### src/include/teleport_settings.svh
//////////////////////////////////////////////////////////////////////
// teleport display settings
// screen timing, framebuffer geometry and animation constants
//////////////////////////////////////////////////////////////////////
`ifndef TELEPORT_SETTINGS_SVH
`define TELEPORT_SETTINGS_SVH

`define TP_COORD_W      8       // signed screen and framebuffer coordinates
`define TP_CIDX_W       4       // colour index bits
`define TP_CHAN_W       4       // bits per colour channel
`define TP_ADDR_W       11      // both banks of the framebuffer

`define TP_H_ACTIVE     64
`define TP_V_ACTIVE     36
`define TP_H_TOTAL      100     // 6000 cycles per frame
`define TP_V_TOTAL      60
`define TP_HS_START     72      // sync low while start <= pos < end
`define TP_HS_END       80
`define TP_VS_START     40
`define TP_VS_END       42

`define TP_FB_WIDTH     32
`define TP_FB_HEIGHT    18
`define TP_FB_SCALE     2       // each pixel shown as 2x2
`define TP_FB_PIXELS    576     // pixels per bank

`define TP_ANIM_CNT     5       // animation steps before colour rotates
`define TP_ANIM_SPEED   4       // frames per animation step
`define TP_SHAPE_CNT    7
`define TP_CX           16      // centre of the squares
`define TP_CY           9

`endif

### src/verilog/teleport_pkg.sv
//////////////////////////////////////////////////////////////////////
// teleport types and shape tables
//////////////////////////////////////////////////////////////////////
`include "teleport_settings.svh"

package teleport_pkg;

    typedef logic signed [`TP_COORD_W-1:0] coord_t;
    typedef logic [`TP_CIDX_W-1:0]         cidx_t;
    typedef logic [`TP_CHAN_W-1:0]         chan_t;
    typedef logic [`TP_ADDR_W-1:0]         fb_addr_t;  // bank offset plus pixel

    // pixel write from the filler
    typedef struct packed {
        coord_t x;
        coord_t y;
        cidx_t  cidx;
    } fb_write_t;

    typedef struct packed {
        chan_t red;
        chan_t green;
        chan_t blue;
    } rgb_t;

    typedef enum logic [1:0] {IDLE, INIT, DRAW, DONE} draw_state_t;

    // half-size of each square at step 0, and growth per step
    localparam coord_t shape_base [`TP_SHAPE_CNT] = '{15, 11, 8, 6, 4, 2, 1};
    localparam coord_t shape_step [`TP_SHAPE_CNT] = '{6, 4, 3, 2, 2, 1, 1};

endpackage

### src/verilog/vga_output.sv
//////////////////////////////////////////////////////////////////////
// vga output stage
// palette lookup with syncs delayed to match the memory read
//////////////////////////////////////////////////////////////////////
`timescale 1ns/1ps

module vga_output (
    input  logic                clk_100m,
    input  logic                rst_n,
    input  logic                hsync,
    input  logic                vsync,
    input  teleport_pkg::cidx_t cidx,
    input  logic                cidx_valid,
    output logic                vga_hsync,
    output logic                vga_vsync,
    output teleport_pkg::chan_t vga_r,
    output teleport_pkg::chan_t vga_g,
    output teleport_pkg::chan_t vga_b
);
    import teleport_pkg::*;

    logic hsync_q, vsync_q;  // one stage for the ram read
    rgb_t colr;

    always_comb begin
        colr.red   = cidx;
        colr.green = ~cidx;  // 15 - index
        colr.blue  = cidx ^ cidx_t'(5);
    end

    always_ff @(posedge clk_100m) begin
        if (!rst_n) begin
            hsync_q   <= 1'b1;
            vsync_q   <= 1'b1;
            vga_hsync <= 1'b1;
            vga_vsync <= 1'b1;
            vga_r     <= '0;
            vga_g     <= '0;
            vga_b     <= '0;
        end else begin
            hsync_q   <= hsync;
            vsync_q   <= vsync;
            vga_hsync <= hsync_q;
            vga_vsync <= vsync_q;
            vga_r     <= cidx_valid ? colr.red : '0;  // black in blanking
            vga_g     <= cidx_valid ? colr.green : '0;
            vga_b     <= cidx_valid ? colr.blue : '0;
        end
    end

endmodule

### config.mk
export PLATFORM = sky130hd
export DESIGN_NAME = vga_output
export DESIGN_NICKNAME = d
export VERILOG_FILES = /design/src/verilog/teleport_pkg.sv /design/src/verilog/vga_output.sv
export VERILOG_INCLUDE_DIRS = /design/src /design/src/include
export SDC_FILE = /design/constraint.sdc
export NUM_CORES = 1
export LEC_CHECK = 0
export BUFFER_PORTS_ARGS = -buffer_cell sky130_fd_sc_hd__buf_4
export CAP_MARGIN = 20
export CELL_PAD_IN_SITES_DETAIL_PLACEMENT = 1
export CELL_PAD_IN_SITES_GLOBAL_PLACEMENT = 1
export CORE_AREA = 4 4 41 43
export CTS_CLUSTER_SIZE = 14
export DETAILED_ROUTE_END_ITERATION = 10
export DIE_AREA = 0 0 45 47
export PLACE_DENSITY_LB_ADDON = 0.1
export SETUP_SLACK_MARGIN = 0.02
export SLEW_MARGIN = 20
export SYNTH_ARGS = -nofsm -noshare
export SYNTH_HDL_FRONTEND = slang
export SYNTH_SLANG_ARGS = --single-unit
### constraint.sdc
create_clock -name clk_100m -period 1.3 [get_ports clk_100m]
set_input_delay 0.13 -clock clk_100m [delete_from_list [all_inputs] [get_ports clk_100m]]
set_output_delay 0.13 -clock clk_100m [all_outputs]
set_load 0.005 [all_outputs]
==> results.md <==
* Ys Warns at 0
* Total routed wirelength at around 780 um
* Post-Syn Area at roughly 370 um^2
* Max Root-Sink Buffers at 2
* Static Leak at about 0.29 nW
* Number of DRC markers in iteration 0 at 0
* Clock power frac at 0.388
* Mapped Avg Cell Area at between 10 and 15 um^2
* Clk slew on worst S/H paths at around 70 ps
* Overflow after GRT at 0
* CP top delay family: flip-flops
* Post-DR vias/cell at roughly 4.3
* Cell count after synthesis at 29
* Slowest cell on crit path: dfxtp_1
* Setup WS post-layout at between 400 and 500 ps
* Reg power frac at 0.524
* CP Data Required Time at approximately 1200 ps
* Combinational power share at 0.088
* First-pass GRT wire length at 1240 um
* Tot GR Track Use at 0.0889
* Yosys cell types at 7
* Outcome: complete, no violations
* Resize count post-CTS at 0
* Root cell of the clock tree: clkbuf_4
* CTS H-tree depth at 1
* Post-Layout Cell Count at 65
* Max cap viols at 0
* Worst Path Buf+Inv at 1
* Crit path max fanout at 2
* Crit path kind: flop to output pin
* Yosys reg bits at 12
* DP Worst Slack at between 600 and 700 ps
* Area delta synth->final at 48.5%
* Sum Neg Setup Slack at 0 ps
* CP endpoint kind: output pin
* Max transition margin at 0.933
* Unrepaired setup endpoints after global routing: no
* Post-DRT Antenna Nets at 0
* Min cycle time layout at roughly 850 ps
* Num CTS Buffers at 3
* Pint at a little under 0.0006 W
* Sink Count at 12
* Die W at approximately 45 um
* Row cnt at 13
* Final core utilization at 0.421
* Post CTS Setup Buffer Count at 0
* Slew @ Worst Pin at ~100 ps
* GP Congestion at a little under 0.6
* Switching pwr at around 0.00014 W
* Max-slew violations at 0
* CP peak stage delay at 340 ps
* # diodes at 0
* Worst min path class: input pin to flop
* Antenna violations before repair at 0
* Hold_buf cts at 0
* Seq/Total Area, Yosys at 0.651
* Worst-Skew Late Latency at 260 ps
* Inst Count DP at between 60 and 70
* Vert. Die Dim at 47 um
* DRT Pass-1 Iters at 1
* Synth area leaders: dfxtp_1 (65%), and3b_1 (9.5%), buf_4 (8.1%)
* Avg WL per Cell at ~12 um
* Port Buffers at 22
* Largest area contributor in the netlist: dfxtp_1
* NumNets Final at 60
* Initial Utilization at 0.284
* PwrDens at approximately 1400 nW/um^2
* Peak supply drop at about 0.43 mV
* Fill count at approximately 150
* CP arrival at 720 ps
* Core area at between 1000 and 1500 um^2
* Area of the die at between 2000 and 2500 um^2
* Final Cycle Share at 0.650
* IO Count at 23
* Layout cell share with drive strength beyond 1 at 0.520
* Cell Chain, Critical Path: buf_4
* CP Launch Type: flop
* # DRC at 0
* CTS tree: yes
* # setup viols final at 0
* Top cell type's share of synthesized area at 0.651
* Mapped Nets at 38
* Final hold violation count at 0
* Sw frac at 0.194
* Final clock skew at ~0.11 ps
* Fmax at 1180 MHz
* Vias in the first global route at 290
* Vias at ~280
* Largest net degree at the start of global routing at 13
==> per-stage QoR <==
stage                     total power [W]  instance area, um^2  hold WS [ps]
after global placement           0.000461                  512           308
after detailed placement         0.000464                  512           315
after global routing             0.000775                  548          33.1
after floorplan                  0.000422                  369           226
after CTS                        0.000752                  548          28.8
final                            0.000740                  548          38.0
==> registers in the layout (all words and copies together), names as in the netlist <==
signal and count:
vga_g 4, vsync_q 1, vga_vsync 1, vga_hsync 1
hsync_q 1, vga_r 4
==> power by group through the flow <==
stage | clock, W | combinational, W | sequential, W
after floorplan | 0 | 0.0000240 | 0.000398
after global placement | 0 | 0.0000646 | 0.000396
after detailed placement | 0 | 0.0000670 | 0.000397
after CTS | 0.000297 | 0.0000672 | 0.000388
after global routing | 0.000313 | 0.0000733 | 0.000389
final | 0.000287 | 0.0000652 | 0.000388
==> synthesized netlist by cell type <==
cell type,instances
or2b_1,2
and3_1,4
dfxtp_1,12
buf_6,1
nand2b_1,2
and3b_1,4
buf_4,4
==> cells in the final DEF (no fill, tap or decap) <==
master | synthesis | layout
and3b_1 | 4 | 4
clkbuf_4 | 0 | 3
dfxtp_1 | 12 | 12
or2b_1 | 2 | 2
and3_1 | 4 | 4
nand2b_1 | 2 | 2
buf_4 | 4 | 22
clkbuf_8 | 0 | 1
==> kinds of logic after synthesis <==
kind of cell,share of synthesized area
buffers and inverters,0.112
DFF,0.651
and+or+nand+nor,0.237
==> per-layer routing <==
metal,vias up,part of all wire,global-route usage
met5,-,0,0
met3,0,0.11,0.0498
met1,129,0.34,0.0737
met2,15,0.55,0.164
li1,133,-,-
met4,0,0,0.0526
==> worst paths after layout <==
path,end,slack [ps],startpoint,cells past startpoint
worst max-delay path,vga_r[1],450,vga_r[1],1
worst min-delay path,hsync_q,40,hsync,2
worst max register to register,vga_vsync,770,vsync_q,1
worst min register to register,vga_hsync,420,hsync_q,1
==> final cells by class <==
class	instances	area [um^2]	share of cell area
Tap cell	15	18.8	0.0342
Sequential cell	12	240	0.438
Timing Repair Buffer	22	165	0.301
Clock buffer	4	36.3	0.0662
Multi-Input combinational cell	12	87.6	0.160
Power figures use the tool's default switching activity.
