===== src/include/teleport_settings.svh =====
//////////////////////////////////////////////////////////////////////
// teleport display settings
// screen timing, framebuffer geometry and animation constants
//////////////////////////////////////////////////////////////////////
`ifndef TELEPORT_SETTINGS_SVH
`define TELEPORT_SETTINGS_SVH

`define TP_COORD_W      8       // signed screen and framebuffer coordinates
`define TP_CIDX_W       4       // colour index bits
`define TP_CHAN_W       4       // bits per colour channel
`define TP_ADDR_W       11      // both banks of the framebuffer

`define TP_H_ACTIVE     64
`define TP_V_ACTIVE     36
`define TP_H_TOTAL      100     // 6000 cycles per frame
`define TP_V_TOTAL      60
`define TP_HS_START     72      // sync low while start <= pos < end
`define TP_HS_END       80
`define TP_VS_START     40
`define TP_VS_END       42

`define TP_FB_WIDTH     32
`define TP_FB_HEIGHT    18
`define TP_FB_SCALE     2       // each pixel shown as 2x2
`define TP_FB_PIXELS    576     // pixels per bank

`define TP_ANIM_CNT     5       // animation steps before colour rotates
`define TP_ANIM_SPEED   4       // frames per animation step
`define TP_SHAPE_CNT    7
`define TP_CX           16      // centre of the squares
`define TP_CY           9

`endif


===== src/verilog/teleport_pkg.sv =====
//////////////////////////////////////////////////////////////////////
// teleport types and shape tables
//////////////////////////////////////////////////////////////////////
`include "teleport_settings.svh"

package teleport_pkg;

    typedef logic signed [`TP_COORD_W-1:0] coord_t;
    typedef logic [`TP_CIDX_W-1:0]         cidx_t;
    typedef logic [`TP_CHAN_W-1:0]         chan_t;
    typedef logic [`TP_ADDR_W-1:0]         fb_addr_t;  // bank offset plus pixel

    // pixel write from the filler
    typedef struct packed {
        coord_t x;
        coord_t y;
        cidx_t  cidx;
    } fb_write_t;

    typedef struct packed {
        chan_t red;
        chan_t green;
        chan_t blue;
    } rgb_t;

    typedef enum logic [1:0] {IDLE, INIT, DRAW, DONE} draw_state_t;

    // half-size of each square at step 0, and growth per step
    localparam coord_t shape_base [`TP_SHAPE_CNT] = '{15, 11, 8, 6, 4, 2, 1};
    localparam coord_t shape_step [`TP_SHAPE_CNT] = '{6, 4, 3, 2, 2, 1, 1};

endpackage


===== src/verilog/fb_ram.sv =====
//////////////////////////////////////////////////////////////////////
// framebuffer memory, both banks, registered read
//////////////////////////////////////////////////////////////////////
`timescale 1ns/1ps
`include "teleport_settings.svh"

module fb_ram (
    input  logic                   clk_100m,
    input  teleport_pkg::fb_addr_t addr,
    input  logic                   we,
    input  teleport_pkg::cidx_t    wdata,
    output teleport_pkg::cidx_t    rdata
);
    import teleport_pkg::*;

    cidx_t mem [2 * `TP_FB_PIXELS];  // bank 0 then bank 1

    always_ff @(posedge clk_100m) begin
        if (we)
            mem[addr] <= wdata;
        rdata <= mem[addr];
    end

endmodule


===== src/verilog/fb_arbiter.sv =====
//////////////////////////////////////////////////////////////////////
// framebuffer arbiter
// scanout reads on even columns, drawing writes otherwise, bank swap
//////////////////////////////////////////////////////////////////////
`timescale 1ns/1ps
`include "teleport_settings.svh"

module fb_arbiter (
    input  logic                    clk_100m,
    input  logic                    rst_n,
    input  teleport_pkg::coord_t    sx,
    input  teleport_pkg::coord_t    sy,
    input  logic                    de,
    input  logic                    frame,
    input  logic                    draw_done_frame,
    input  teleport_pkg::fb_write_t wr,
    input  logic                    wr_en,
    output logic                    busy,
    output teleport_pkg::cidx_t     cidx,
    output logic                    cidx_valid
);
    import teleport_pkg::*;

    logic     front_bank;  // bank being shown
    logic     rd_bank;     // front bank, already swapped in the frame cycle
    logic     rd_q;        // read data arrives this cycle
    cidx_t    cidx_hold;
    fb_addr_t addr;
    logic     we;
    cidx_t    rdata;
    coord_t   rd_x, rd_y;

    function automatic fb_addr_t fb_addr(logic bank, coord_t x, coord_t y);
        return fb_addr_t'(bank * `TP_FB_PIXELS + y * `TP_FB_WIDTH + x);
    endfunction

    always_comb begin
        busy    = de && !sx[0];
        rd_x    = coord_t'(sx / `TP_FB_SCALE);
        rd_y    = coord_t'(sy / `TP_FB_SCALE);
        rd_bank = front_bank ^ (frame && draw_done_frame);
        addr    = busy ? fb_addr(rd_bank, rd_x, rd_y) : fb_addr(!front_bank, wr.x, wr.y);
        we      = wr_en && !busy;
        cidx    = rd_q ? rdata : cidx_hold;  // odd column repeats even one
    end

    always_ff @(posedge clk_100m) begin
        if (!rst_n) begin
            front_bank <= 1'b0;
            rd_q       <= 1'b0;
            cidx_valid <= 1'b0;
        end else begin
            if (frame && draw_done_frame)
                front_bank <= !front_bank;  // show the finished image
            rd_q       <= busy;
            cidx_valid <= de;
        end
    end

    always_ff @(posedge clk_100m) begin
        cidx_hold <= cidx;
    end

    fb_ram ram_inst (
        .clk_100m,
        .addr,
        .we,
        .wdata (wr.cidx),
        .rdata
    );

endmodule


===== config.mk =====
export PLATFORM = sky130hd
export DESIGN_NAME = fb_arbiter
export DESIGN_NICKNAME = d
export VERILOG_FILES = /design/src/verilog/teleport_pkg.sv /design/src/verilog/fb_ram.sv /design/src/verilog/fb_arbiter.sv
export VERILOG_INCLUDE_DIRS = /design/src /design/src/include
export SDC_FILE = /design/constraint.sdc
export NUM_CORES = 2
export LEC_CHECK = 0
export BUFFER_PORTS_ARGS = -buffer_cell sky130_fd_sc_hd__clkbuf_2
export CORE_AREA = 3 3 665 667
export DETAILED_ROUTE_END_ITERATION = 10
export DIE_AREA = 0 0 668 670
export REMOVE_ABC_BUFFERS = 1
export SLEW_MARGIN = 20
export SYNTH_ARGS = -nofsm -noshare
export SYNTH_HDL_FRONTEND = slang
export SYNTH_MEMORY_MAX_BITS = 65536
export SYNTH_SLANG_ARGS = --single-unit

===== constraint.sdc =====
create_clock -name clk_100m -period 5.72 [get_ports clk_100m]
set_input_delay 0.858 -clock clk_100m [delete_from_list [all_inputs] [get_ports clk_100m]]
set_output_delay 0.858 -clock clk_100m [all_outputs]
set_load 0.02 [all_outputs]

==> impl_metrics.toml <==
[status]
status = "completed"

[clock_network]
cts_resized = 0
htree_num_levels = 5
hold_buffers = 0
cts_setup_buffers = 0
cts_buffers = 453
tritoncts = "done"
numClockSinks = 4619
clockBufferDepth = 4
root_buffer = "clkbuf_16"
path_clk_slew_ns = 0.07
clkLatencyLatePin_ns = 1.00

[yosys]
post-synth-top-count-cell = "edfxtp_1"
synth_cells = 10200
ys_top_cells_by_count = "edfxtp_1, nor2_1, a221oi_1"
async_flop_share_pct = 0
synth_compound_area_share_pct = 14.1
synth_top_family_by_area = "compound AO/OA/AOI/OAI gates"
muxShareOfSynthArea_pct = 0.0696
synth_edf_count = 4608
synth_seq_cells = 4619
yosysSeqAreaShare_pct = 79.5
synth_top_area_share_pct = 79.4
synth-simple-area-share_pct = 3.73
yosysTopAreaCell = "edfxtp_1"
synthFlopType = "edfxtp_1"
synth_xor_area_share_pct = 0.0854
yosys_warnings = 0
synth_area_leaders = "edfxtp_1, a221oi_1, a22o_1"
synthAdderAreaFrac_pct = 0.161
syn_area_per_cell_um2 = 17.1
synthDistinctLibCells = 68
syn_area_mm2 = 0.174

[placement]
place_ws_ns = -0.355
place_congestion = 0.899
dp.final_hpwl_um = 329000
portBuffers = 45
placed_cell_area_mm2 = 0.193

[finish]
final_util_pct = 47.5
layout.nets = 11400
syn_to_final_growth_pct = 19.1
postLayoutCellArea_mm2 = 0.208
drive_gt1_share_pct = 19.9

[timing]
whs_ns = 0.0807
relSlewSlack_pct = 22.0
fin_crit_sh_pct = 90.7
slew_viol_final = 0
rsz0062_at_grt = "no"
clock.fmax_mhz = 193
setup_ws_ns = 0.532
hold_violations = 0
worst_slew_pin_slew_ns = 1.17
setup_viol = 0
finalCriticalPeriod_ns = 5.19
clock-skew-final_ns = 0.0834

[flow_run]
maxCapViolations = 0

[setup_path]
crit_top_cell = "buf_4"
reg2regPathDepth = 15
r2r_end = "ram_inst.mem[355][2]"
crit_slowest_cell = "nor4_1"
critPathMaxFanout = 12
cp.arrival_ns = 6.06
critPathCaptureType = "flip-flop"
worstPathRequired_ns = 6.59
r2r_slack_ns = 0.90
worst_setup_path_start_kind = "input pin"
slowest_delay_ns = 0.88
r2r-start = "front_bank"
cp_cell_sequence = "clkbuf_2 > buf_4 > nand2b_1 > and2_1 > nor2_4 > buf_12 > buf_4 > nand2_4 > buf_4 > a21oi_1 > nor4_1 > a21oi_1 > or4_1 > o21a_1 > or4_1"
crit_type = "input pin to flip-flop"

[route]
wl_um = 550000
drt-met1-wl_um = 214000
wl_per_cell_um = 31.4
drc = 0
first_pass_iters = 7
highest_layer = "met5"
wl_met2_um = 253000
dr_total_vias = 108000
drtIter0Drc = 16600
drt-vias-per-instance = 6.19
met3_length_um = 58600
drtAntennaViolNets = 0

[floorplan]
ioPinCount = 48
start_util_pct = 39.9
die_x_um = 668
placement_rows = 243
core_area_mm2 = 0.437
dieArea_mm2 = 0.448
die_h_um = 670

[global_routing]
grt_max_degree = 202
grt.total_usage_pct = 23.8
grt_pass1_wl_um = 778000
antenna_found_initial = 40
grt-ovfl-total = 0
first_global_vias = 106000

[worst_hold_path]
hp-class = "input pin to flip-flop"
min_path_cells = 2
hold_path_end = "front_bank"
hp-start = "rst_n"

[pwr]
p_per_area_mw_per_mm2 = 356
ir_worst_vdd_mv = 0.283
p_leak_nw = 66.7
-- layout make-up --
type,count,area (um2)
flip-flops and latches,4619,139000
inverters,10,40.0
diodes,10,25.0
clock inverters,304,3050
repair buffers,1596,14700
clock buffers,541,11900
fillers,36100,230000
well taps,5757,7200
multi-input cells,4666,32100
-- how the worst max path moves through the flow --
stage	start	cells past startpoint	slack (ns)	to
2_1_floorplan	sx[0]	10	-36.03	ram_inst.rdata[1]
3_3_place_gp	sx[0]	15	-0.38	ram_inst.rdata[0]
3_5_place_dp	sx[0]	15	-0.36	ram_inst.rdata[0]
4_1_cts	sx[0]	15	0.72	ram_inst.rdata[0]
5_1_grt	sx[0]	15	0.62	ram_inst.rdata[0]
6_report	sx[0]	15	0.53	ram_inst.rdata[0]
-- worst max-delay path: cells and delay by family --
family	cells	cell delay, ns
simple gates	7	3.44
compound gates	3	0.70
buf+inv	5	0.96
-- layout by cell type (no fill, tap or decap), types with 9 or more instances in the layout --
cell           n
clkinvlp_4    13
buf_12       226
xnor2_1       13
a21oi_1       97
a311oi_1      13
edfxtp_1    4608
o21ai_0        9
nand3_1       96
clkbuf_16    463
inv_1          9
clkinv_2      99
a31oi_1       46
a22oi_1      475
clkbuf_2      41
a211oi_1      11
nor4_1       104
nor2b_1        9
and3_1        14
dfxtp_1       11
diode_2       10
or4_1         12
nand2_4       37
buf_4       1322
nand2_1       62
clkinv_1     113
clkbuf_1      78
a22o_1       862
bufinv_16     54
a221oi_1    1016
nor2_1      1177
nor3_1        17
a221o_1       29
ha_1          16
o22ai_1      434
-- state kept, by name, indices dropped and copies added (netlist names) --
register        count
rd_q                1
ram_inst.rdata      4
cidx_hold           4
ram_inst.mem     4608
cidx_valid          1
front_bank          1
-- per-layer routing --
metal | GRT usage (%) | vias to the layer above
li1 | - | 44900
met1 | 32.8 | 55600
met2 | 37.1 | 6750
met3 | 4.80 | 1119
met4 | 9.43 | 10
met5 | 0 | -
-- cells by family (layout without fill, tap and decap cells) --
kind of cell,count (synthesis),after routing
buf+inv,888,2451
other cells,0,10
mux,11,11
fa+ha+maj,20,20
compound gates,3051,3051
flops,4619,4619
simple gates,1567,1567
xor+xnor,17,17
-- where the power goes --
group	internal (mW)	leakage (nW)	switching [mW]	total, mW
registers	37.3	41.5	0.0518	37.3
logic	2.15	17.9	4.40	6.56
clock network	17.2	7.31	12.7	30.0
-- per-stage QoR --
stage	TNS [ns]	total power, mW	std cells
final	0	73.8	17500
after CTS	0	74.0	17500
after detailed placement	-1.91	44.5	16600
after global placement	-4.22	44.4	16600
after global routing	0	75.6	17500
after floorplan	-	42.0	9295
No activity file was read; power rests on OpenSTA's default activity.
