==> src/include/teleport_settings.svh <==
//////////////////////////////////////////////////////////////////////
// teleport display settings
// screen timing, framebuffer geometry and animation constants
//////////////////////////////////////////////////////////////////////
`ifndef TELEPORT_SETTINGS_SVH
`define TELEPORT_SETTINGS_SVH

`define TP_COORD_W      8       // signed screen and framebuffer coordinates
`define TP_CIDX_W       4       // colour index bits
`define TP_CHAN_W       4       // bits per colour channel
`define TP_ADDR_W       11      // both banks of the framebuffer

`define TP_H_ACTIVE     64
`define TP_V_ACTIVE     36
`define TP_H_TOTAL      100     // 6000 cycles per frame
`define TP_V_TOTAL      60
`define TP_HS_START     72      // sync low while start <= pos < end
`define TP_HS_END       80
`define TP_VS_START     40
`define TP_VS_END       42

`define TP_FB_WIDTH     32
`define TP_FB_HEIGHT    18
`define TP_FB_SCALE     2       // each pixel shown as 2x2
`define TP_FB_PIXELS    576     // pixels per bank

`define TP_ANIM_CNT     5       // animation steps before colour rotates
`define TP_ANIM_SPEED   4       // frames per animation step
`define TP_SHAPE_CNT    7
`define TP_CX           16      // centre of the squares
`define TP_CY           9

`endif

==> src/verilog/teleport_pkg.sv <==
//////////////////////////////////////////////////////////////////////
// teleport types and shape tables
//////////////////////////////////////////////////////////////////////
`include "teleport_settings.svh"

package teleport_pkg;

    typedef logic signed [`TP_COORD_W-1:0] coord_t;
    typedef logic [`TP_CIDX_W-1:0]         cidx_t;
    typedef logic [`TP_CHAN_W-1:0]         chan_t;
    typedef logic [`TP_ADDR_W-1:0]         fb_addr_t;  // bank offset plus pixel

    // pixel write from the filler
    typedef struct packed {
        coord_t x;
        coord_t y;
        cidx_t  cidx;
    } fb_write_t;

    typedef struct packed {
        chan_t red;
        chan_t green;
        chan_t blue;
    } rgb_t;

    typedef enum logic [1:0] {IDLE, INIT, DRAW, DONE} draw_state_t;

    // half-size of each square at step 0, and growth per step
    localparam coord_t shape_base [`TP_SHAPE_CNT] = '{15, 11, 8, 6, 4, 2, 1};
    localparam coord_t shape_step [`TP_SHAPE_CNT] = '{6, 4, 3, 2, 2, 1, 1};

endpackage

==> src/verilog/display_timing.sv <==
//////////////////////////////////////////////////////////////////////
// display timing
// screen position counters with sync, active and frame/line decode
//////////////////////////////////////////////////////////////////////
`timescale 1ns/1ps
`include "teleport_settings.svh"

module display_timing (
    input  logic                 clk_100m,
    input  logic                 rst_n,
    output teleport_pkg::coord_t sx,
    output teleport_pkg::coord_t sy,
    output logic                 hsync,
    output logic                 vsync,
    output logic                 de,
    output logic                 frame,
    output logic                 line
);
    import teleport_pkg::*;

    localparam coord_t h_last = coord_t'(`TP_H_TOTAL - 1);
    localparam coord_t v_last = coord_t'(`TP_V_TOTAL - 1);

    // reset parks on the last position so frame follows release
    always_ff @(posedge clk_100m) begin
        if (!rst_n) begin
            sx <= h_last;
            sy <= v_last;
        end else if (sx == h_last) begin
            sx <= '0;
            sy <= (sy == v_last) ? '0 : sy + 1'b1;  // wrap at bottom
        end else begin
            sx <= sx + 1'b1;
        end
    end

    always_comb begin
        hsync = !(sx >= coord_t'(`TP_HS_START) && sx < coord_t'(`TP_HS_END));
        vsync = !(sy >= coord_t'(`TP_VS_START) && sy < coord_t'(`TP_VS_END));
        de    = (sx < coord_t'(`TP_H_ACTIVE)) && (sy < coord_t'(`TP_V_ACTIVE));
        frame = (sx == '0) && (sy == '0);
        line  = (sx == '0);  // start of every line
    end

endmodule

==> config.mk <==
export PLATFORM = sky130hd
export DESIGN_NAME = display_timing
export DESIGN_NICKNAME = d
export VERILOG_FILES = /design/src/verilog/teleport_pkg.sv /design/src/verilog/display_timing.sv
export VERILOG_INCLUDE_DIRS = /design/src /design/src/include
export SDC_FILE = /design/constraint.sdc
export NUM_CORES = 1
export LEC_CHECK = 0
export ABC_AREA = 0
export BUFFER_PORTS_ARGS = -buffer_cell sky130_fd_sc_hd__clkbuf_2
export CAP_MARGIN = 10
export CORE_ASPECT_RATIO = 0.9
export CORE_MARGIN = 5
export CORE_UTILIZATION = 46
export DETAILED_ROUTE_END_ITERATION = 8
export PLACE_DENSITY = 0.8
export SYNTH_ARGS = -nofsm -noshare
export SYNTH_HDL_FRONTEND = slang
export SYNTH_SLANG_ARGS = --single-unit
==> constraint.sdc <==
create_clock -name clk_100m -period 1.49 [get_ports clk_100m]
set_clock_uncertainty 0.1 [all_clocks]
set_input_delay 0.149 -clock clk_100m [delete_from_list [all_inputs] [get_ports clk_100m]]
set_output_delay 0.149 -clock clk_100m [all_outputs]
set_load 0.02 [all_outputs]
==> metrics.txt <==
# TYPE chip_impl_metric gauge
chip_impl_metric{name="cts_made_buffers",unit=""} 3
chip_impl_info{name="critPathSlowestCell",value="sky130_fd_sc_hd__dfxtp_2"} 1
chip_impl_metric{name="worst-endpoint-arrival",unit="ns"} 1.55
chip_impl_metric{name="crit_path_max_fanout",unit=""} 7
chip_impl_metric{name="floorplan.initialDensity",unit="%"} 47.6
chip_impl_metric{name="cts_buffer_depth",unit=""} 2
chip_impl_metric{name="final_critical_period",unit="ns"} 1.80
chip_impl_metric{name="die_x",unit="um"} 56.5
chip_impl_metric{name="intPower",unit="mW"} 1.72
chip_impl_metric{name="place.port_buffers",unit=""} 22
chip_impl_metric{name="grt-ovfl-total",unit=""} 0
chip_impl_metric{name="netSwitchingPower",unit="mW"} 1.60
chip_impl_metric{name="p_clk_share",unit="%"} 7.6
chip_impl_metric{name="cp.buffers_inverters",unit=""} 1
chip_impl_metric{name="grt_pass1_vias",unit=""} 908
chip_impl_metric{name="async_flop_share",unit="%"} 0
chip_impl_metric{name="switching_share",unit="%"} 48.2
chip_impl_metric{name="global_route_wire_length_before_repair",unit="mm"} 4.31
chip_impl_metric{name="leakage_power_total",unit="nW"} 0.602
chip_impl_info{name="cts_tree",value="built"} 1
chip_impl_metric{name="routed_wire_length_per_instance",unit="um"} 17.8
chip_impl_metric{name="synth.yosys.seq_area_share",unit="%"} 35.9
chip_impl_metric{name="synth_cells",unit=""} 102
chip_impl_metric{name="totalWireLength",unit="mm"} 3.00
chip_impl_metric{name="hold_violations",unit=""} 0
chip_impl_metric{name="design.core.area",unit="mm^2"} 0.00188
chip_impl_metric{name="area.growth.synth_to_final",unit="%"} 54.8
chip_impl_metric{name="worst_ep_required_time",unit="ns"} 1.24
chip_impl_info{name="rsz_0062_raised_after_global_routing",value="yes"} 1
chip_impl_metric{name="dr.pass1.iters",unit=""} 4
chip_impl_metric{name="peakVddDrop",unit="mV"} 1.31
chip_impl_metric{name="finalWeightedCongestion",unit=""} 0.875
chip_impl_metric{name="grt_antenna_before_repair",unit=""} 0
chip_impl_info{name="violations_in_the_final_reports",value="negative setup slack"} 1
chip_impl_metric{name="antenna_left",unit=""} 0
chip_impl_metric{name="filler_free_cell_count_of_the_finished_design",unit=""} 169
chip_impl_metric{name="power_per_cell_area",unit="mW/mm^2"} 2400
chip_impl_info{name="critPathTopFamily",value="simple AND/OR/NAND/NOR gates"} 1
chip_impl_metric{name="synth-edff-count",unit=""} 0
chip_impl_metric{name="num_vias",unit=""} 1010
chip_impl_info{name="worstSetupStartpointType",value="register"} 1
chip_impl_metric{name="dpl.cell_count",unit=""} 153
chip_impl_info{name="status",value="finished, violations left"} 1
chip_impl_info{name="root_buffer",value="sky130_fd_sc_hd__clkbuf_4"} 1
chip_impl_metric{name="clkLatencyLatePin",unit="ns"} 0.30
chip_impl_metric{name="avg_synthesized_cell_area",unit="um^2"} 8.76
chip_impl_metric{name="layout-drive-gt1-share",unit="%"} 61.1
chip_impl_metric{name="grt_start_max_net_pins",unit=""} 13
chip_impl_metric{name="die_height",unit="um"} 51.8
chip_impl_metric{name="design.portCount",unit=""} 23
chip_impl_info{name="timing.critical_path.cells",value="or3_1, a21oi_2, nor2_1, a21oi_2, clkbuf_8"} 1
chip_impl_metric{name="avgViaCountPerCell",unit=""} 5.98
chip_impl_info{name="worst-setup-path-type",value="reg -> out"} 1
chip_impl_metric{name="critPathMaxStageDelay",unit="ns"} 0.37
chip_impl_metric{name="yosys_warnings",unit=""} 0
chip_impl_metric{name="design.die.area",unit="mm^2"} 0.00292
chip_impl_info{name="postSynth.topFlopCell",value="sky130_fd_sc_hd__dfxtp_1"} 1
chip_impl_metric{name="timing.final.ws_setup",unit="ns"} -0.310
chip_impl_metric{name="max_freq",unit="GHz"} 0.556
chip_impl_metric{name="setup_tns",unit="ns"} -1.32
chip_impl_metric{name="insertedDiodeCount",unit=""} 0
chip_impl_metric{name="dpl.hpwl",unit="mm"} 1.69
chip_impl_info{name="mostFrequentLayoutCells",value="sky130_fd_sc_hd__clkbuf_2 (17), sky130_fd_sc_hd__buf_4 (16)"} 1
chip_impl_metric{name="synthDistinctLibCells",unit=""} 35
chip_impl_metric{name="finalMaxSlewViolations",unit=""} 0
chip_impl_metric{name="max-cap-violations",unit=""} 0
chip_impl_metric{name="setup_violations",unit=""} 9
chip_impl_metric{name="report.power.total",unit="mW"} 3.31
chip_impl_metric{name="cts.sink_count",unit=""} 16
chip_impl_metric{name="dr.first_iter.drc_count",unit=""} 25
chip_impl_metric{name="level_count_of_the_clock_h_tree",unit=""} 1
chip_impl_metric{name="synth-seq-cells",unit=""} 16
chip_impl_info{name="most_common_cell_type_on_the_critical_path",value="sky130_fd_sc_hd__a21oi_2"} 1
chip_impl_metric{name="grt_util_all_layers",unit="%"} 19.3
chip_impl_info{name="setup.worst_path.end_class",value="output port"} 1
chip_impl_metric{name="syn_nets",unit=""} 108
chip_impl_metric{name="clkTransAtPathRegs",unit="ns"} 0.11
chip_impl_metric{name="maxSlewHeadroom",unit="%"} 74.7
chip_impl_metric{name="nets_final",unit=""} 151
chip_impl_metric{name="worstMarginPinSlew",unit="ns"} 0.380
chip_impl_metric{name="seq_power_share",unit="%"} 25.8
chip_impl_metric{name="postPlaceCellArea",unit="mm^2"} 0.00112
chip_impl_metric{name="period_utilisation_layout",unit="%"} 121
chip_impl_metric{name="num_rows",unit=""} 15
chip_impl_metric{name="netlist_area",unit="um^2"} 893
chip_impl_metric{name="post-route-drc-count",unit=""} 0
chip_impl_metric{name="design_area",unit="mm^2"} 0.00138
chip_impl_metric{name="combinationalPowerShare",unit="%"} 66.6
chip_impl_info{name="worstHoldPathType",value="in -> reg"} 1
chip_impl_info{name="mostFrequentLayoutCell",value="sky130_fd_sc_hd__clkbuf_2"} 1
## flip-flops by register name, indices dropped and copies added, names as in the netlist
register	cells
sx	8
sy	8
## timing repair
| action | CTS | global route |
|---|---|---|
| hold buffers | 0 | 0 |
| gates resized for setup | 31 | 20 |
| buffers inserted | 8 | 5 |
| pin swaps | 15 | 11 |
| endpoints found under the setup margin | 9 | 18 |
## synthesized netlist by cell type (2+ instances only)
library cell | number | area, um^2
sky130_fd_sc_hd__and3_1 | 3 | 18.8
sky130_fd_sc_hd__nor3_1 | 4 | 20.0
sky130_fd_sc_hd__nand3_1 | 7 | 35.0
sky130_fd_sc_hd__nand2b_1 | 2 | 12.5
sky130_fd_sc_hd__nor2_1 | 7 | 26.3
sky130_fd_sc_hd__dfxtp_1 | 16 | 320
sky130_fd_sc_hd__nand2_1 | 10 | 37.5
sky130_fd_sc_hd__ha_1 | 4 | 50.1
sky130_fd_sc_hd__xnor2_1 | 4 | 35.0
sky130_fd_sc_hd__inv_1 | 6 | 22.5
sky130_fd_sc_hd__o311ai_1 | 3 | 26.3
sky130_fd_sc_hd__xor2_1 | 2 | 17.5
sky130_fd_sc_hd__o211ai_1 | 3 | 22.5
sky130_fd_sc_hd__o21ai_0 | 5 | 25.0
sky130_fd_sc_hd__a21oi_1 | 4 | 20.0
sky130_fd_sc_hd__clkbuf_1 | 2 | 7.51
sky130_fd_sc_hd__nand4_1 | 2 | 12.5
## cell families after synthesis
| group | Yosys count | synth area share (%) |
|---|---|---|
| flip-flops | 16 | 35.9 |
| adder cells (fa/ha/maj) | 4 | 5.60 |
| AO/OA/AOI/OAI | 20 | 16.2 |
| AND/OR/NAND/NOR | 46 | 30.3 |
| buffers and inverters | 10 | 6.16 |
| XOR/XNOR | 6 | 5.88 |
## cell type report
| cell class | instances | area [um^2] |
|---|---|---|
| Timing Repair Buffer | 42 | 323 |
| Tap cell | 25 | 31.3 |
| Clock buffer | 3 | 22.5 |
| Multi-Input combinational cell | 76 | 624 |
| Clock inverter | 1 | 3.75 |
| Inverter | 6 | 22.5 |
| Sequential cell | 16 | 355 |
| Fill cell | 120 | 494 |
## power by group through the flow
stage               Sequential, mW  Combinational (mW)  Clock, mW
floorplan                    0.988               0.983          0
global placement             0.826                1.52          0
detailed placement           0.832                1.57          0
CTS                          0.827                1.89      0.248
global route                 0.875                2.33      0.273
finish                       0.856                2.21      0.250
## metrics by stage
stage	utilization [%]	worst slack (ns)	hold slack, ns
after floorplan	-	-0.00562	0.233
after CTS	69.7	-0.301	0.0939
after global placement	59.6	0.00650	0.386
after global routing	73.7	-0.360	0.125
after detailed placement	59.6	-0.0286	0.394
final	73.7	-0.310	0.104
## worst paths after layout
check                     start                 end  slack, ns  depth (start not counted)
max          sy[3]$_SDFFE_PN1P_                  de      -0.31                          5
min                       rst_n    sx[0]$_SDFF_PN1_       0.10                          2
max reg2reg  sy[2]$_SDFFE_PN0P_  sy[3]$_SDFFE_PN1P_      -0.19                          7
min reg2reg  sy[3]$_SDFFE_PN1P_  sy[3]$_SDFFE_PN1P_       0.45                          1
## per-layer routing
layer / track usage [%] / vias up / part of all wire (%)
li1: - / 450 / -
met1: 23.8 / 493 / 40
met2: 33.1 / 54 / 50
met3: 2.48 / 13 / 7.1
met4: 9.49 / 0 / 2.4
met5: 0 / - / 0
Power figures use the tool's default switching activity.
