==> src/include/teleport_settings.svh <==
//////////////////////////////////////////////////////////////////////
// teleport display settings
// screen timing, framebuffer geometry and animation constants
//////////////////////////////////////////////////////////////////////
`ifndef TELEPORT_SETTINGS_SVH
`define TELEPORT_SETTINGS_SVH

`define TP_COORD_W      8       // signed screen and framebuffer coordinates
`define TP_CIDX_W       4       // colour index bits
`define TP_CHAN_W       4       // bits per colour channel
`define TP_ADDR_W       11      // both banks of the framebuffer

`define TP_H_ACTIVE     64
`define TP_V_ACTIVE     36
`define TP_H_TOTAL      100     // 6000 cycles per frame
`define TP_V_TOTAL      60
`define TP_HS_START     72      // sync low while start <= pos < end
`define TP_HS_END       80
`define TP_VS_START     40
`define TP_VS_END       42

`define TP_FB_WIDTH     32
`define TP_FB_HEIGHT    18
`define TP_FB_SCALE     2       // each pixel shown as 2x2
`define TP_FB_PIXELS    576     // pixels per bank

`define TP_ANIM_CNT     5       // animation steps before colour rotates
`define TP_ANIM_SPEED   4       // frames per animation step
`define TP_SHAPE_CNT    7
`define TP_CX           16      // centre of the squares
`define TP_CY           9

`endif

==> src/verilog/teleport_pkg.sv <==
//////////////////////////////////////////////////////////////////////
// teleport types and shape tables
//////////////////////////////////////////////////////////////////////
`include "teleport_settings.svh"

package teleport_pkg;

    typedef logic signed [`TP_COORD_W-1:0] coord_t;
    typedef logic [`TP_CIDX_W-1:0]         cidx_t;
    typedef logic [`TP_CHAN_W-1:0]         chan_t;
    typedef logic [`TP_ADDR_W-1:0]         fb_addr_t;  // bank offset plus pixel

    // pixel write from the filler
    typedef struct packed {
        coord_t x;
        coord_t y;
        cidx_t  cidx;
    } fb_write_t;

    typedef struct packed {
        chan_t red;
        chan_t green;
        chan_t blue;
    } rgb_t;

    typedef enum logic [1:0] {IDLE, INIT, DRAW, DONE} draw_state_t;

    // half-size of each square at step 0, and growth per step
    localparam coord_t shape_base [`TP_SHAPE_CNT] = '{15, 11, 8, 6, 4, 2, 1};
    localparam coord_t shape_step [`TP_SHAPE_CNT] = '{6, 4, 3, 2, 2, 1, 1};

endpackage

==> src/verilog/rect_fill.sv <==
//////////////////////////////////////////////////////////////////////
// filled rectangle walker
// emits every pixel row by row, holding while oe is low
//////////////////////////////////////////////////////////////////////
`timescale 1ns/1ps

module rect_fill (
    input  logic                 clk_100m,
    input  logic                 rst_n,
    input  logic                 start,
    input  logic                 oe,
    input  teleport_pkg::coord_t x0,
    input  teleport_pkg::coord_t y0,
    input  teleport_pkg::coord_t x1,
    input  teleport_pkg::coord_t y1,
    output teleport_pkg::coord_t x,
    output teleport_pkg::coord_t y,
    output logic                 drawing,
    output logic                 done
);
    import teleport_pkg::*;

    logic   active;
    coord_t x_start;  // left edge for each new row
    coord_t x_end;
    coord_t y_end;

    logic last_col;
    logic last_pix;

    always_comb begin
        last_col = (x == x_end);
        last_pix = last_col && (y == y_end);
        drawing  = active && oe;
    end

    always_ff @(posedge clk_100m) begin
        if (!rst_n) begin
            active <= 1'b0;
            done   <= 1'b0;
        end else begin
            done <= 1'b0;
            if (start) begin
                active <= 1'b1;
            end else if (drawing && last_pix) begin
                active <= 1'b0;
                done   <= 1'b1;  // one cycle after bottom-right write
            end
        end
    end

    always_ff @(posedge clk_100m) begin
        if (start) begin
            x       <= x0;
            y       <= y0;
            x_start <= x0;
            x_end   <= x1;
            y_end   <= y1;
        end else if (drawing && !last_pix) begin
            if (last_col) begin
                x <= x_start;
                y <= y + 1'b1;
            end else begin
                x <= x + 1'b1;
            end
        end
    end

endmodule

==> src/verilog/teleport_animator.sv <==
//////////////////////////////////////////////////////////////////////
// teleport animator
// steps the animation and redraws seven squares into the back bank
//////////////////////////////////////////////////////////////////////
`timescale 1ns/1ps
`include "teleport_settings.svh"

module teleport_animator (
    input  logic                    clk_100m,
    input  logic                    rst_n,
    input  logic                    frame,
    input  logic                    busy,
    output teleport_pkg::fb_write_t wr,
    output logic                    wr_en,
    output logic                    draw_done_frame
);
    import teleport_pkg::*;

    localparam int     shape_last = `TP_SHAPE_CNT - 1;
    localparam coord_t x_max      = coord_t'(`TP_FB_WIDTH - 1);
    localparam coord_t y_max      = coord_t'(`TP_FB_HEIGHT - 1);

    logic [$clog2(`TP_ANIM_SPEED)-1:0] cnt_speed;
    logic [$clog2(`TP_ANIM_CNT)-1:0]   cnt_anim;
    logic [$clog2(`TP_SHAPE_CNT)-1:0]  shape_id;
    cidx_t                             colr_offs;
    cidx_t                             draw_cidx;
    draw_state_t                       state;

    coord_t half;
    coord_t dx0, dy0, dx1, dy1;
    coord_t fill_x, fill_y;
    logic   draw_start, drawing, fill_done;

    function automatic coord_t clamp(coord_t v, coord_t hi);
        return (v < 0) ? '0 : ((v > hi) ? hi : v);
    endfunction

    always_ff @(posedge clk_100m) begin
        if (!rst_n) begin
            cnt_speed <= '0;
            cnt_anim  <= '0;
            colr_offs <= '0;
        end else if (frame) begin
            if (cnt_speed == `TP_ANIM_SPEED - 1) begin
                cnt_speed <= '0;
                if (cnt_anim == `TP_ANIM_CNT - 1) begin
                    cnt_anim  <= '0;
                    colr_offs <= colr_offs + 1'b1;  // rotate palette
                end else begin
                    cnt_anim <= cnt_anim + 1'b1;
                end
            end else begin
                cnt_speed <= cnt_speed + 1'b1;
            end
        end
    end

    // square corners, clamped to the framebuffer
    always_comb begin
        half       = shape_base[shape_id] + shape_step[shape_id] * coord_t'(cnt_anim);
        dx0        = clamp(coord_t'(`TP_CX) - half, x_max);
        dy0        = clamp(coord_t'(`TP_CY) - half, y_max);
        dx1        = clamp(coord_t'(`TP_CX - 1) + half, x_max);
        dy1        = clamp(coord_t'(`TP_CY - 1) + half, y_max);
        draw_start = (state == INIT);  // init lasts one cycle
        wr         = '{x: fill_x, y: fill_y, cidx: draw_cidx};
        wr_en      = drawing;
    end

    always_ff @(posedge clk_100m) begin
        if (!rst_n) begin
            state           <= IDLE;
            shape_id        <= '0;
            draw_done_frame <= 1'b0;
        end else begin
            if (frame)
                draw_done_frame <= 1'b0;
            case (state)
                IDLE: if (frame) begin
                    state    <= INIT;
                    shape_id <= '0;  // largest first
                end
                INIT: state <= DRAW;
                DRAW: if (fill_done) begin
                    if (shape_id == shape_last) begin
                        state           <= DONE;
                        draw_done_frame <= 1'b1;
                    end else begin
                        shape_id <= shape_id + 1'b1;
                        state    <= INIT;
                    end
                end
                DONE: state <= IDLE;
                default: state <= IDLE;
            endcase
        end
    end

    always_ff @(posedge clk_100m) begin
        if (state == INIT)
            draw_cidx <= colr_offs + cidx_t'(shape_id);
    end

    rect_fill fill_inst (
        .clk_100m,
        .rst_n,
        .start   (draw_start),
        .oe      (!busy),  // hold off during scanout slots
        .x0      (dx0),
        .y0      (dy0),
        .x1      (dx1),
        .y1      (dy1),
        .x       (fill_x),
        .y       (fill_y),
        .drawing,
        .done    (fill_done)
    );

endmodule

==> config.mk <==
export PLATFORM = sky130hd
export DESIGN_NAME = teleport_animator
export DESIGN_NICKNAME = d
export VERILOG_FILES = /design/src/verilog/teleport_pkg.sv /design/src/verilog/rect_fill.sv /design/src/verilog/teleport_animator.sv
export VERILOG_INCLUDE_DIRS = /design/src /design/src/include
export SDC_FILE = /design/constraint.sdc
export NUM_CORES = 1
export LEC_CHECK = 0
export BUFFER_PORTS_ARGS = -buffer_cell sky130_fd_sc_hd__buf_2
export CAP_MARGIN = 10
export CORE_ASPECT_RATIO = 0.5
export CORE_MARGIN = 5
export CORE_UTILIZATION = 40
export CTS_BUF_LIST = sky130_fd_sc_hd__clkbuf_16
export DETAILED_ROUTE_END_ITERATION = 12
export PLACE_DENSITY = 0.52
export SLEW_MARGIN = 20
export SYNTH_ARGS = -nofsm -noshare
export SYNTH_HDL_FRONTEND = slang
export SYNTH_HIERARCHICAL = 1
export SYNTH_SLANG_ARGS = --single-unit
==> constraint.sdc <==
create_clock -name clk_100m -period 9.45 [get_ports clk_100m]
set_input_delay 0.945 -clock clk_100m [delete_from_list [all_inputs] [get_ports clk_100m]]
set_output_delay 0.945 -clock clk_100m [all_outputs]
set_load 0.1 [all_outputs]
==> results of run 1 <==
## metal layers
metal  global-route usage (%)  vias to the layer above
met5                        0                        -
met4                     3.96                        0
met3                     3.84                        8
met2                     21.6                       48
met1                     20.0                     1345
li1                         -                     1524
## power by group through the flow
stage | Sequential [mW] | Clock (mW) | Combinational (mW)
global route | 0.318 | 0.397 | 0.117
CTS | 0.316 | 0.384 | 0.109
finish | 0.315 | 0.374 | 0.108
global placement | 0.321 | 0 | 0.109
floorplan | 0.359 | 0 | 0.0517
detailed placement | 0.321 | 0 | 0.108
## worst max path at each step
stage	cells after the start	endpoint	startpoint	slack, ps
finish	19	fill_inst/x_end[0]	shape_id[1]	4770
global route	19	fill_inst/x_end[0]	shape_id[2]	4400
CTS	19	fill_inst/x_end[0]	shape_id[1]	4740
detailed placement	19	fill_inst/x_end[0]	shape_id[1]	4760
global placement	19	fill_inst/x_end[4]	shape_id[1]	4730
floorplan	19	fill_inst/y[0]	shape_id[1]	5200
## cells by family after synthesis
kind of cell | count (synthesis) | share of synthesized area, %
compound gates | 84 | 13.0
xor+xnor | 41 | 9.82
buf+inv | 44 | 4.68
simple gates | 131 | 17.1
fa+ha+maj | 42 | 13.7
other cells | 1 | 0.0911
mux | 5 | 1.25
flops | 61 | 40.4
## area by class of cell
cell class / instances / area, um2 / area share, %
timing repair buffer: 26 / 133 / 2.79
clock buffer: 9 / 225 / 4.73
inverter: 34 / 128 / 2.68
clock inverter: 7 / 113 / 2.37
tap: 140 / 175 / 3.68
multi-input combinational: 318 / 2320 / 48.8
sequential: 61 / 1660 / 34.9
## cells in the final DEF (no fill, tap or decap), types with 3 or more instances in the layout
cell type,netlist,layout
dfxtp_1,17,17
nand3_1,14,14
o21ai_1,4,4
a21boi_0,4,4
xnor2_1,28,28
o21ai_0,10,10
buf_2,2,25
inv_1,32,32
nor2_1,22,22
mux2i_1,4,4
conb_1,1,15
nor2b_1,8,7
a31oi_1,7,7
bufinv_16,0,3
xnor2_2,6,6
a21o_1,6,6
nand4_1,6,6
nor3_1,8,8
a32oi_1,3,3
nand2_1,31,31
ha_1,37,37
o21a_1,3,3
nand2b_1,3,3
a21oi_1,31,31
and2_1,14,14
clkbuf_16,0,9
and3_1,8,8
o31ai_1,3,3
xor2_1,7,7
fa_1,5,5
o31a_1,3,3
edfxtp_1,44,44
## sequential cells by signal, indices dropped and copies added (netlist names)
name and flops:
fill_inst/x 8, fill_inst/x_end 8, fill_inst/x_start 8, fill_inst/y 8
fill_inst/y_end 8, colr_offs 4, draw_cidx 4, cnt_anim 3
shape_id 3, cnt_speed 2, state 2, draw_done_frame 1
fill_inst/active 1, fill_inst/done 1
## critical path, cell delays in order (launching register included)
cell and delay (ps):
dfxtp_1 440, inv_1 170, ha_1 260, and2_1 160
ha_1 290, ha_1 280, inv_1 50, fa_1 530
inv_1 40, ha_1 350, a21oi_1 310, and3_1 250
or2_1 210, inv_2 60, ha_1 170, inv_1 60
o32ai_2 80, xnor2_1 140, nor4_2 390, a21oi_1 150
==> impl_metrics.ini, run 1 <==
[status]
status = finished clean

[grt]
grt_usage_pct = 14.2
grt_pass1_wl_mm = 14.0
grt_pass1_vias = 2820
grt_max_degree = 61
antenna_found_initial = 0
grt_remaining_overflow = 0

[yosys]
synth_area_um2 = 4120
synthTopCellsByArea = edfxtp_1 32%, ha_1 11%, dfxtp_1 8.3%
synth-main-ff-cell = edfxtp_1
ys_seq_area_share_pct = 40.4
ys_top_cells_by_count = 44 x edfxtp_1, 37 x ha_1, 32 x inv_1
ys_warn_count = 6
synth.most_common_cell = edfxtp_1
ys_ff_latch = 61
async_reset_ff_share_pct = 0
synth_edf_count = 44
syn_area_per_cell_um2 = 10.1
synthCells = 409
synth_top_area_share_pct = 32.1
synth_cell_types = 55
synth_area_leader_cell = edfxtp_1

[cells_and_area]
utilization_pct = 47.0
num_antenna_cells = 0
nFillCells = 949
area_delta_synth_final_pct = 15.6
nets = 496
fin_cells = 595
fin_area_um2 = 4760
drive_above_1_share_pct = 13.6

[hold_path]
hold_depth = 2
hold_start = draw_done_frame
worstHoldPathType = register to register
hold_end = draw_done_frame

[power_and_ir_drop]
comb_power_share_pct = 13.5
pwr-share-seq_pct = 39.6
p_switching_mw = 0.208
power.density_nw_per_um2 = 168
fin_total_pwr_mw = 0.797
swShare_pct = 26.1
vdd_drop_max_mv = 0.104
p_leak_nw = 1.92
p_clk_share_pct = 46.9
p_int_mw = 0.589

[timing]
finalCritPeriodShare_pct = 49.5
maxSlewViolCount = 0
rsz0062_at_grt = no
worst_slew_pin_slew_ps = 811
setup_ws_ps = 4770
fin_crit_ps = 4680
setup_violations = 0
slew-limit-headroom_pct = 45.6
hold_slack_ps = 486
hold_viol_final = 0
setup_tns_ps = 0
skew_ps = 3.86
fmax_mhz = 214

[clock_network]
cts_tree = built
clkTransAtPathRegs_ps = 50
cts.path.max_buffers = 2
cts_resized = 0
cts.htree.levels = 3
clk_latency_ps = 330
postCtsHoldBufs = 0
cts.sinks = 61
cts_setup_buffers = 0
numCtsBuffers = 9
clockRootBuffer = clkbuf_16

[placement]
hpwl_mm = 6.04
place_inst = 579
gp_congestion = 0.824
numPortBuffers = 25
place_area_um2 = 4420
dp_slack_ps = 4760

[drt]
met1_length_mm = 4.31
via_count = 2925
drt-vias-per-instance = 4.92
routedWlPerCell_um = 13.7
route.met2.wl_mm = 3.49
highest_layer = met4
met3WireLength_um = 292
ant_nets = 0
drt_iter0_markers = 202
drcViolationCount = 0
finalWirelength_mm = 8.17
drtPass1Iterations = 4

[setup_path]
cp.required_ps = 9500
cp-end-kind = register
path_class = register to register
cp-start-kind = register
path_max_fanout = 6
reg2reg_slack_ps = 4770
r2r-start = shape_id[1]
reg2reg_to = fill_inst/x_end[0]
r2r_cells = 19
arrival_ps = 4730

[floorplan]
die-area_um2 = 12500
start_util_pct = 40.7
io_pins = 26
core_um2 = 10100
rows = 26
fp.dieH_um = 81.7
die_w_um = 153

[run]
cap_viol_max_count = 0
No activity file was read; power rests on OpenSTA's default activity.
==> inputs of run 2 (changes only) <==
==> constraint.sdc (replaced) <==
create_clock -name clk_100m -period 4.5 [get_ports clk_100m]
set_input_delay 0.45 -clock clk_100m [delete_from_list [all_inputs] [get_ports clk_100m]]
set_output_delay 0.45 -clock clk_100m [all_outputs]
set_load 0.1 [all_outputs]
==> run 2 against run 1 <==
  * Flip-flop and latch count unchanged
  * Worst hold slack worse by 70 ps
  * Non-clock buffer count is 7 higher
  * Critical endpoint is now fill_inst/y[0]
  * Routed wire length grew 0.23%
  * Global-route usage fell by 0.15 points
  * First-iteration DRC count fell by 39%
  * Clock skew is 4.0 ps higher
  * Cell area is 1.3% higher
  * Highest routed layer unchanged
  * Sequential power is 110% higher
  * Setup slack worse by 4500 ps
  * Critical path depth stayed put
==> impl_metrics.ini, run 2 (synthesized netlist as in run 1, its figures left out) <==
[timing]
rsz0062_at_grt = yes
maxSlewViolCount = 0
skew_ps = 7.81
setup_violations = 0
fin_crit_ps = 4200
slew-limit-headroom_pct = 43.4
hold_viol_final = 0
fmax_mhz = 238
finalCritPeriodShare_pct = 93.3
worst_slew_pin_slew_ps = 843

[clock_network]
clk_latency_ps = 330
numCtsBuffers = 9
clkTransAtPathRegs_ps = 50
cts.sinks = 61
cts.htree.levels = 3
cts_setup_buffers = 0
cts_tree = built
clockRootBuffer = clkbuf_16
cts.path.max_buffers = 2
postCtsHoldBufs = 0

[floorplan]
rows = 26
fp.dieH_um = 81.7
die-area_um2 = 12500
core_um2 = 10100
io_pins = 26
die_w_um = 153
start_util_pct = 40.7

[drt]
drcViolationCount = 0
finalWirelength_mm = 8.19
routedWlPerCell_um = 13.6
drt_iter0_markers = 124
drt-vias-per-instance = 4.93
via_count = 2969
ant_nets = 0
drtPass1Iterations = 4

[power_and_ir_drop]
pwr-share-seq_pct = 42.1
p_switching_mw = 0.442
p_leak_nw = 1.94
power.density_nw_per_um2 = 326
vdd_drop_max_mv = 0.189
p_int_mw = 1.13
swShare_pct = 28.1
p_clk_share_pct = 43.3
comb_power_share_pct = 14.6

[cells_and_area]
utilization_pct = 47.6
area_delta_synth_final_pct = 17.1
nets = 503
nFillCells = 937
fin_cells = 602
drive_above_1_share_pct = 16.7
layout_commonest_cell = edfxtp_1
final_cell_mix = 44 x edfxtp_1, 36 x ha_1, 32 x inv_1
num_antenna_cells = 0

[setup_path]
reg2reg_to = fill_inst/y[0]
path_class = register to register
path_max_fanout = 5
r2r_cells = 19
r2r-start = shape_id[1]
cp.required_ps = 4550
cp-end-kind = register
reg2reg_slack_ps = 300
arrival_ps = 4250
cp-start-kind = register
crit_start = shape_id[1]
endpoint = fill_inst/y[0]

[grt]
grt_pass1_vias = 2860
grt_usage_pct = 14.0
antenna_found_initial = 0
grt_remaining_overflow = 0
grt_pass1_wl_mm = 14.1
grt_max_degree = 62

[placement]
place_inst = 586
hpwl_mm = 6.14
gp_congestion = 0.785
numPortBuffers = 25

[hold_path]
worstHoldPathType = input port to register

[run]
cap_viol_max_count = 0

[status]
status = finished clean
[run 2: cell types whose count changed in the layout (fill, tap and decap cells not counted), moves of 2 or more]
cell,previous run,this run
a21oi_1,31,28
clkinvlp_4,0,3
bufinv_16,3,1
buf_4,1,8
a21oi_2,1,3
[run 2: final cells by class]
class                      count  area [um2]  area share, %
timing repair buffer          33         185           3.84
sequential                    61        1660           34.5
tap                          140         175           3.63
clock inverter                 7        75.1           1.56
clock buffer                   9         225           4.67
multi-input combinational    318        2370           49.2
inverter                      34         128           2.65
[run 2: layer usage]
layer  global-route usage, %  routed length [um]  vias to the layer above
met2                    21.8                3560                       36
met5                       0                   0                        -
li1                        -                   -                     1529
met4                    3.61                  41                        0
met3                    4.68                 297                        4
met1                    19.1                4290                     1400
[run 2: worst min path at each step]
stage / to / slack, ps / startpoint / cells past startpoint
6_report: fill_inst/active / 420 / busy / 3
4_1_cts: fill_inst/active / 400 / busy / 3
3_5_place_dp: draw_done_frame / 480 / draw_done_frame / 2
2_1_floorplan: cnt_anim[1] / 480 / cnt_anim[1] / 2
5_1_grt: fill_inst/active / 420 / busy / 3
3_3_place_gp: draw_done_frame / 470 / draw_done_frame / 2
[run 2: power by group through the flow]
stage / registers [mW] / clock network [mW] / logic (mW)
final: 0.661 / 0.680 / 0.230
after global routing: 0.665 / 0.726 / 0.249
after CTS: 0.661 / 0.700 / 0.230
after detailed placement: 0.673 / 0 / 0.229
after global placement: 0.673 / 0 / 0.230
after floorplan: 0.753 / 0 / 0.109
[run 2: critical path, cell delays in order, from the launching register on]
cell and delay [ps]:
dfxtp_1 360, inv_1 70, ha_1 210, and2_1 160
ha_1 290, ha_1 270, inv_1 50, fa_1 520
inv_1 40, ha_2 390, nand3_2 140, and3_1 220
or2_1 290, ha_1 230, a21oi_2 150, nor3_2 70
and2_1 160, a22o_1 190, nand2_1 60, o21ai_0 80
[run 2: repair_timing]
item / in CTS / in global routing
hold endpoints to repair: 0 / 0
gates resized for setup: 0 / 9
endpoints found under the setup margin: 0 / 10
[run 2: stage by stage]
stage / instance area, um2 / setup WS, ps / setup TNS (ps) / hold slack (ps) / total power, mW
global placement: 4470 / 179 / 0 / 467 / 0.903
CTS: 4770 / 65.7 / 0 / 400 / 1.59
floorplan: 4170 / 247 / 0 / 477 / 0.861
finish: 4820 / 300 / 0 / 416 / 1.57
detailed placement: 4470 / 103 / 0 / 478 / 0.902
global route: 4820 / -8.67 / -15.8 / 420 / 1.64
==> inputs of run 3 (changes only) <==
--- a/config.mk
+++ b/config.mk
@@ -6,6 +6,7 @@
 export SDC_FILE = /design/constraint.sdc
 export NUM_CORES = 1
 export LEC_CHECK = 0
+export ABC_AREA = 1
 export BUFFER_PORTS_ARGS = -buffer_cell sky130_fd_sc_hd__buf_2
 export CAP_MARGIN = 10
 export CORE_ASPECT_RATIO = 0.5
@@ -14,6 +15,7 @@
 export CTS_BUF_LIST = sky130_fd_sc_hd__clkbuf_16
 export DETAILED_ROUTE_END_ITERATION = 12
 export PLACE_DENSITY = 0.52
+export RECOVER_POWER = 25
 export SLEW_MARGIN = 20
 export SYNTH_ARGS = -nofsm -noshare
 export SYNTH_HDL_FRONTEND = slang
==> run 3 against run 2 <==
  * Core utilization rose by 0.33 points
  * Non-clock buffer count fell by 6
  * Synthesized cell count rose by 29%
  * Global-route usage fell by 0.17 points
  * Final cell count rose by 19%
  * Clock power rose by 16%
  * Sequential share of layout area fell by 0.99 points
  * Fmax rose by 2.0%
  * Worst hold slack got worse by 6.3 ps
  * Clock skew rose by 1.5 ps
  * Routed wire length rose by 4.5%
  * Flip-flop and latch count did not move
  * Critical endpoint is now fill_inst/x_end[2]
  * Largest cell class unchanged
==> impl_metrics.ini, run 3 <==
[drt]
finalWirelength_mm = 8.56
via_count = 3291
drt_iter0_markers = 152
route.met2.wl_mm = 3.65
met1_length_mm = 4.60
ant_nets = 0
drtPass1Iterations = 4
highest_layer = met4
drt-vias-per-instance = 4.58
routedWlPerCell_um = 11.9
drcViolationCount = 0
met3WireLength_um = 277

[timing]
rsz0062_at_grt = no
skew_ps = 9.35
worst_slew_pin_slew_ps = 722
fmax_mhz = 243
setup_violations = 0
slew-limit-headroom_pct = 51.5
setup_tns_ps = 0
hold_viol_final = 0
maxSlewViolCount = 0
fin_crit_ps = 4120
finalCritPeriodShare_pct = 91.5

[yosys]
ys_seq_area_share_pct = 38.7
synth.most_common_cell = nand2_1
synth-main-ff-cell = edfxtp_1
synth_area_um2 = 4290
synth_edf_count = 44
synthCells = 527
synth_cell_types = 42
ys_warn_count = 6
syn_area_per_cell_um2 = 8.14
ys_ff_latch = 61
synthTopCellsByArea = edfxtp_1 31%, nand2_1 11%, ha_1 11%
async_reset_ff_share_pct = 0
synth_top_area_share_pct = 30.8
ys_top_cells_by_count = 130 x nand2_1, 88 x inv_1, 48 x nor2_1
synth_area_leader_cell = edfxtp_1

[hold_path]
hold_end = cnt_speed[1]
hold_depth = 3
hold_start = frame
worstHoldPathType = input port to register

[floorplan]
io_pins = 26
fp.dieH_um = 83.2
die_w_um = 156
die-area_um2 = 13000
rows = 26
core_um2 = 10300
start_util_pct = 41.5

[power_and_ir_drop]
p_leak_nw = 2.41
comb_power_share_pct = 28.2
pwr-share-seq_pct = 34.4
swShare_pct = 34.3
p_clk_share_pct = 37.3
p_switching_mw = 0.722
vdd_drop_max_mv = 0.168
p_int_mw = 1.39
power.density_nw_per_um2 = 425

[setup_path]
cp.buffers_inverters = 3
path_max_fanout = 7
cp-start-kind = register
crit_path_cell_trace = inv_1 -> a21oi_1 -> nor2_1 -> ha_1 -> ha_1 -> inv_1 -> fa_1 -> fa_2 -> ha_1 -> nand2_1 -> nand2_4 -> nor2_4 -> nor2_4 -> nand3_4 -> nand3_2 -> nand4_1 -> nand2_1 -> inv_1
r2r-start = shape_id[2]
path_depth = 18
r2r_cells = 18
slowest_stage = fa_2
cp-end-kind = register
reg2reg_to = fill_inst/x_end[2]
reg2reg_slack_ps = 380
crit_family = adder cells
arrival_ps = 4200
cp.required_ps = 4580
path_class = register to register
cpPeakStageDelay_ps = 690

[clock_network]
numCtsBuffers = 9
clockRootBuffer = clkbuf_16
clkTransAtPathRegs_ps = 60
cts.sinks = 61
cts.path.max_buffers = 2
cts_setup_buffers = 0
cts.htree.levels = 3
clk_latency_ps = 330
cts_tree = built

[cells_and_area]
drive_above_1_share_pct = 14.7
final_cell_mix = 130 x nand2_1, 89 x inv_1, 48 x nor2_1
nets = 620
area_delta_synth_final_pct = 15.7
layout_commonest_cell = nand2_1
nFillCells = 1014
num_antenna_cells = 0
utilization_pct = 48.0

[grt]
grt_usage_pct = 13.9
grt_remaining_overflow = 0
grt_pass1_wl_mm = 14.9
antenna_found_initial = 0
grt_pass1_vias = 3145
grt_max_degree = 48

[run]
cap_viol_max_count = 0

[placement]
numPortBuffers = 25
hpwl_mm = 6.46
gp_congestion = 0.794

[status]
status = finished clean
==> run 3: cell types whose count changed after synthesis, sizes merged, moves of 5 or more <==
| cell | previous run | this run |
|---|---|---|
| nor3 | 9 | 4 |
| and2 | 14 | 1 |
| and3 | 8 | 0 |
| a21oi | 32 | 26 |
| nand4 | 7 | 12 |
| a21o | 6 | 0 |
| nor2 | 22 | 54 |
| inv | 34 | 94 |
| nor2b | 8 | 0 |
| xnor2 | 34 | 3 |
| nand3 | 15 | 32 |
| nand2 | 31 | 144 |
==> run 3: worst min-delay path, cell delays in order <==
cell	delay (ps)
buf_2	100
o21ai_0	80
nor2_1	70
==> run 3: through the flow <==
stage          cell area (um2)  std cells  hold WS (ps)  setup WS [ps]  power, mW
2_1_floorplan             4340        541           436            749       1.22
3_3_place_gp              4630        703           453            352       1.33
3_5_place_dp              4630        703           452            312       1.33
4_1_cts                   4970        719           410            293       2.13
5_1_grt                   4960        719           467           82.6       2.23
6_report                  4960        719           409            381       2.11
==> run 3: worst max path at each step <==
stage	from	to	slack, ps
3_5_place_dp	shape_id[2]	fill_inst/x_end[2]	310
6_report	shape_id[2]	fill_inst/x_end[2]	380
2_1_floorplan	shape_id[2]	fill_inst/x_end[0]	750
4_1_cts	shape_id[2]	fill_inst/x_end[2]	290
5_1_grt	shape_id[2]	fill_inst/x_end[0]	80
3_3_place_gp	shape_id[2]	fill_inst/x_end[0]	350
==> run 3: layout make-up <==
cell class	count	area (um2)	share of cell area, %
Multi-Input combinational cell	379	2280	46.0
Sequential cell	61	1660	33.5
Tap cell	140	175	3.53
Clock buffer	9	225	4.54
Inverter	96	363	7.31
Timing Repair Buffer	27	140	2.82
Clock inverter	7	115	2.32
==> run 3: logic make-up (layout without fill, tap and decap cells) <==
kind of cell	Yosys count	after routing	synth area share [%]
compound gates	58	58	7.73
xor+xnor	14	14	2.86
fa+ha+maj	42	42	13.1
buf+inv	101	139	9.36
flops	61	61	38.7
other cells	1	15	0.0874
simple gates	250	250	28.1
==> run 3: power by group through the flow <==
stage / Sequential [mW] / Combinational [mW] / Clock (mW)
2_1_floorplan: 0.870 / 0.348 / 0
3_3_place_gp: 0.737 / 0.593 / 0
3_5_place_dp: 0.738 / 0.595 / 0
4_1_cts: 0.727 / 0.600 / 0.805
5_1_grt: 0.733 / 0.666 / 0.836
6_report: 0.726 / 0.595 / 0.786
==> run 3: repair_timing <==
action | CTS | global route
resized for setup | 0 | 1
endpoints found under the setup margin | 0 | 1
hold buffers | 0 | 0
==> run 3: metal layers <==
metal  vias to the layer above  global-route usage (%)
li1                       1776                       -
met1                      1470                    19.9
met2                        38                    21.1
met3                         7                    3.89
met4                         0                    2.36
met5                         -                       0
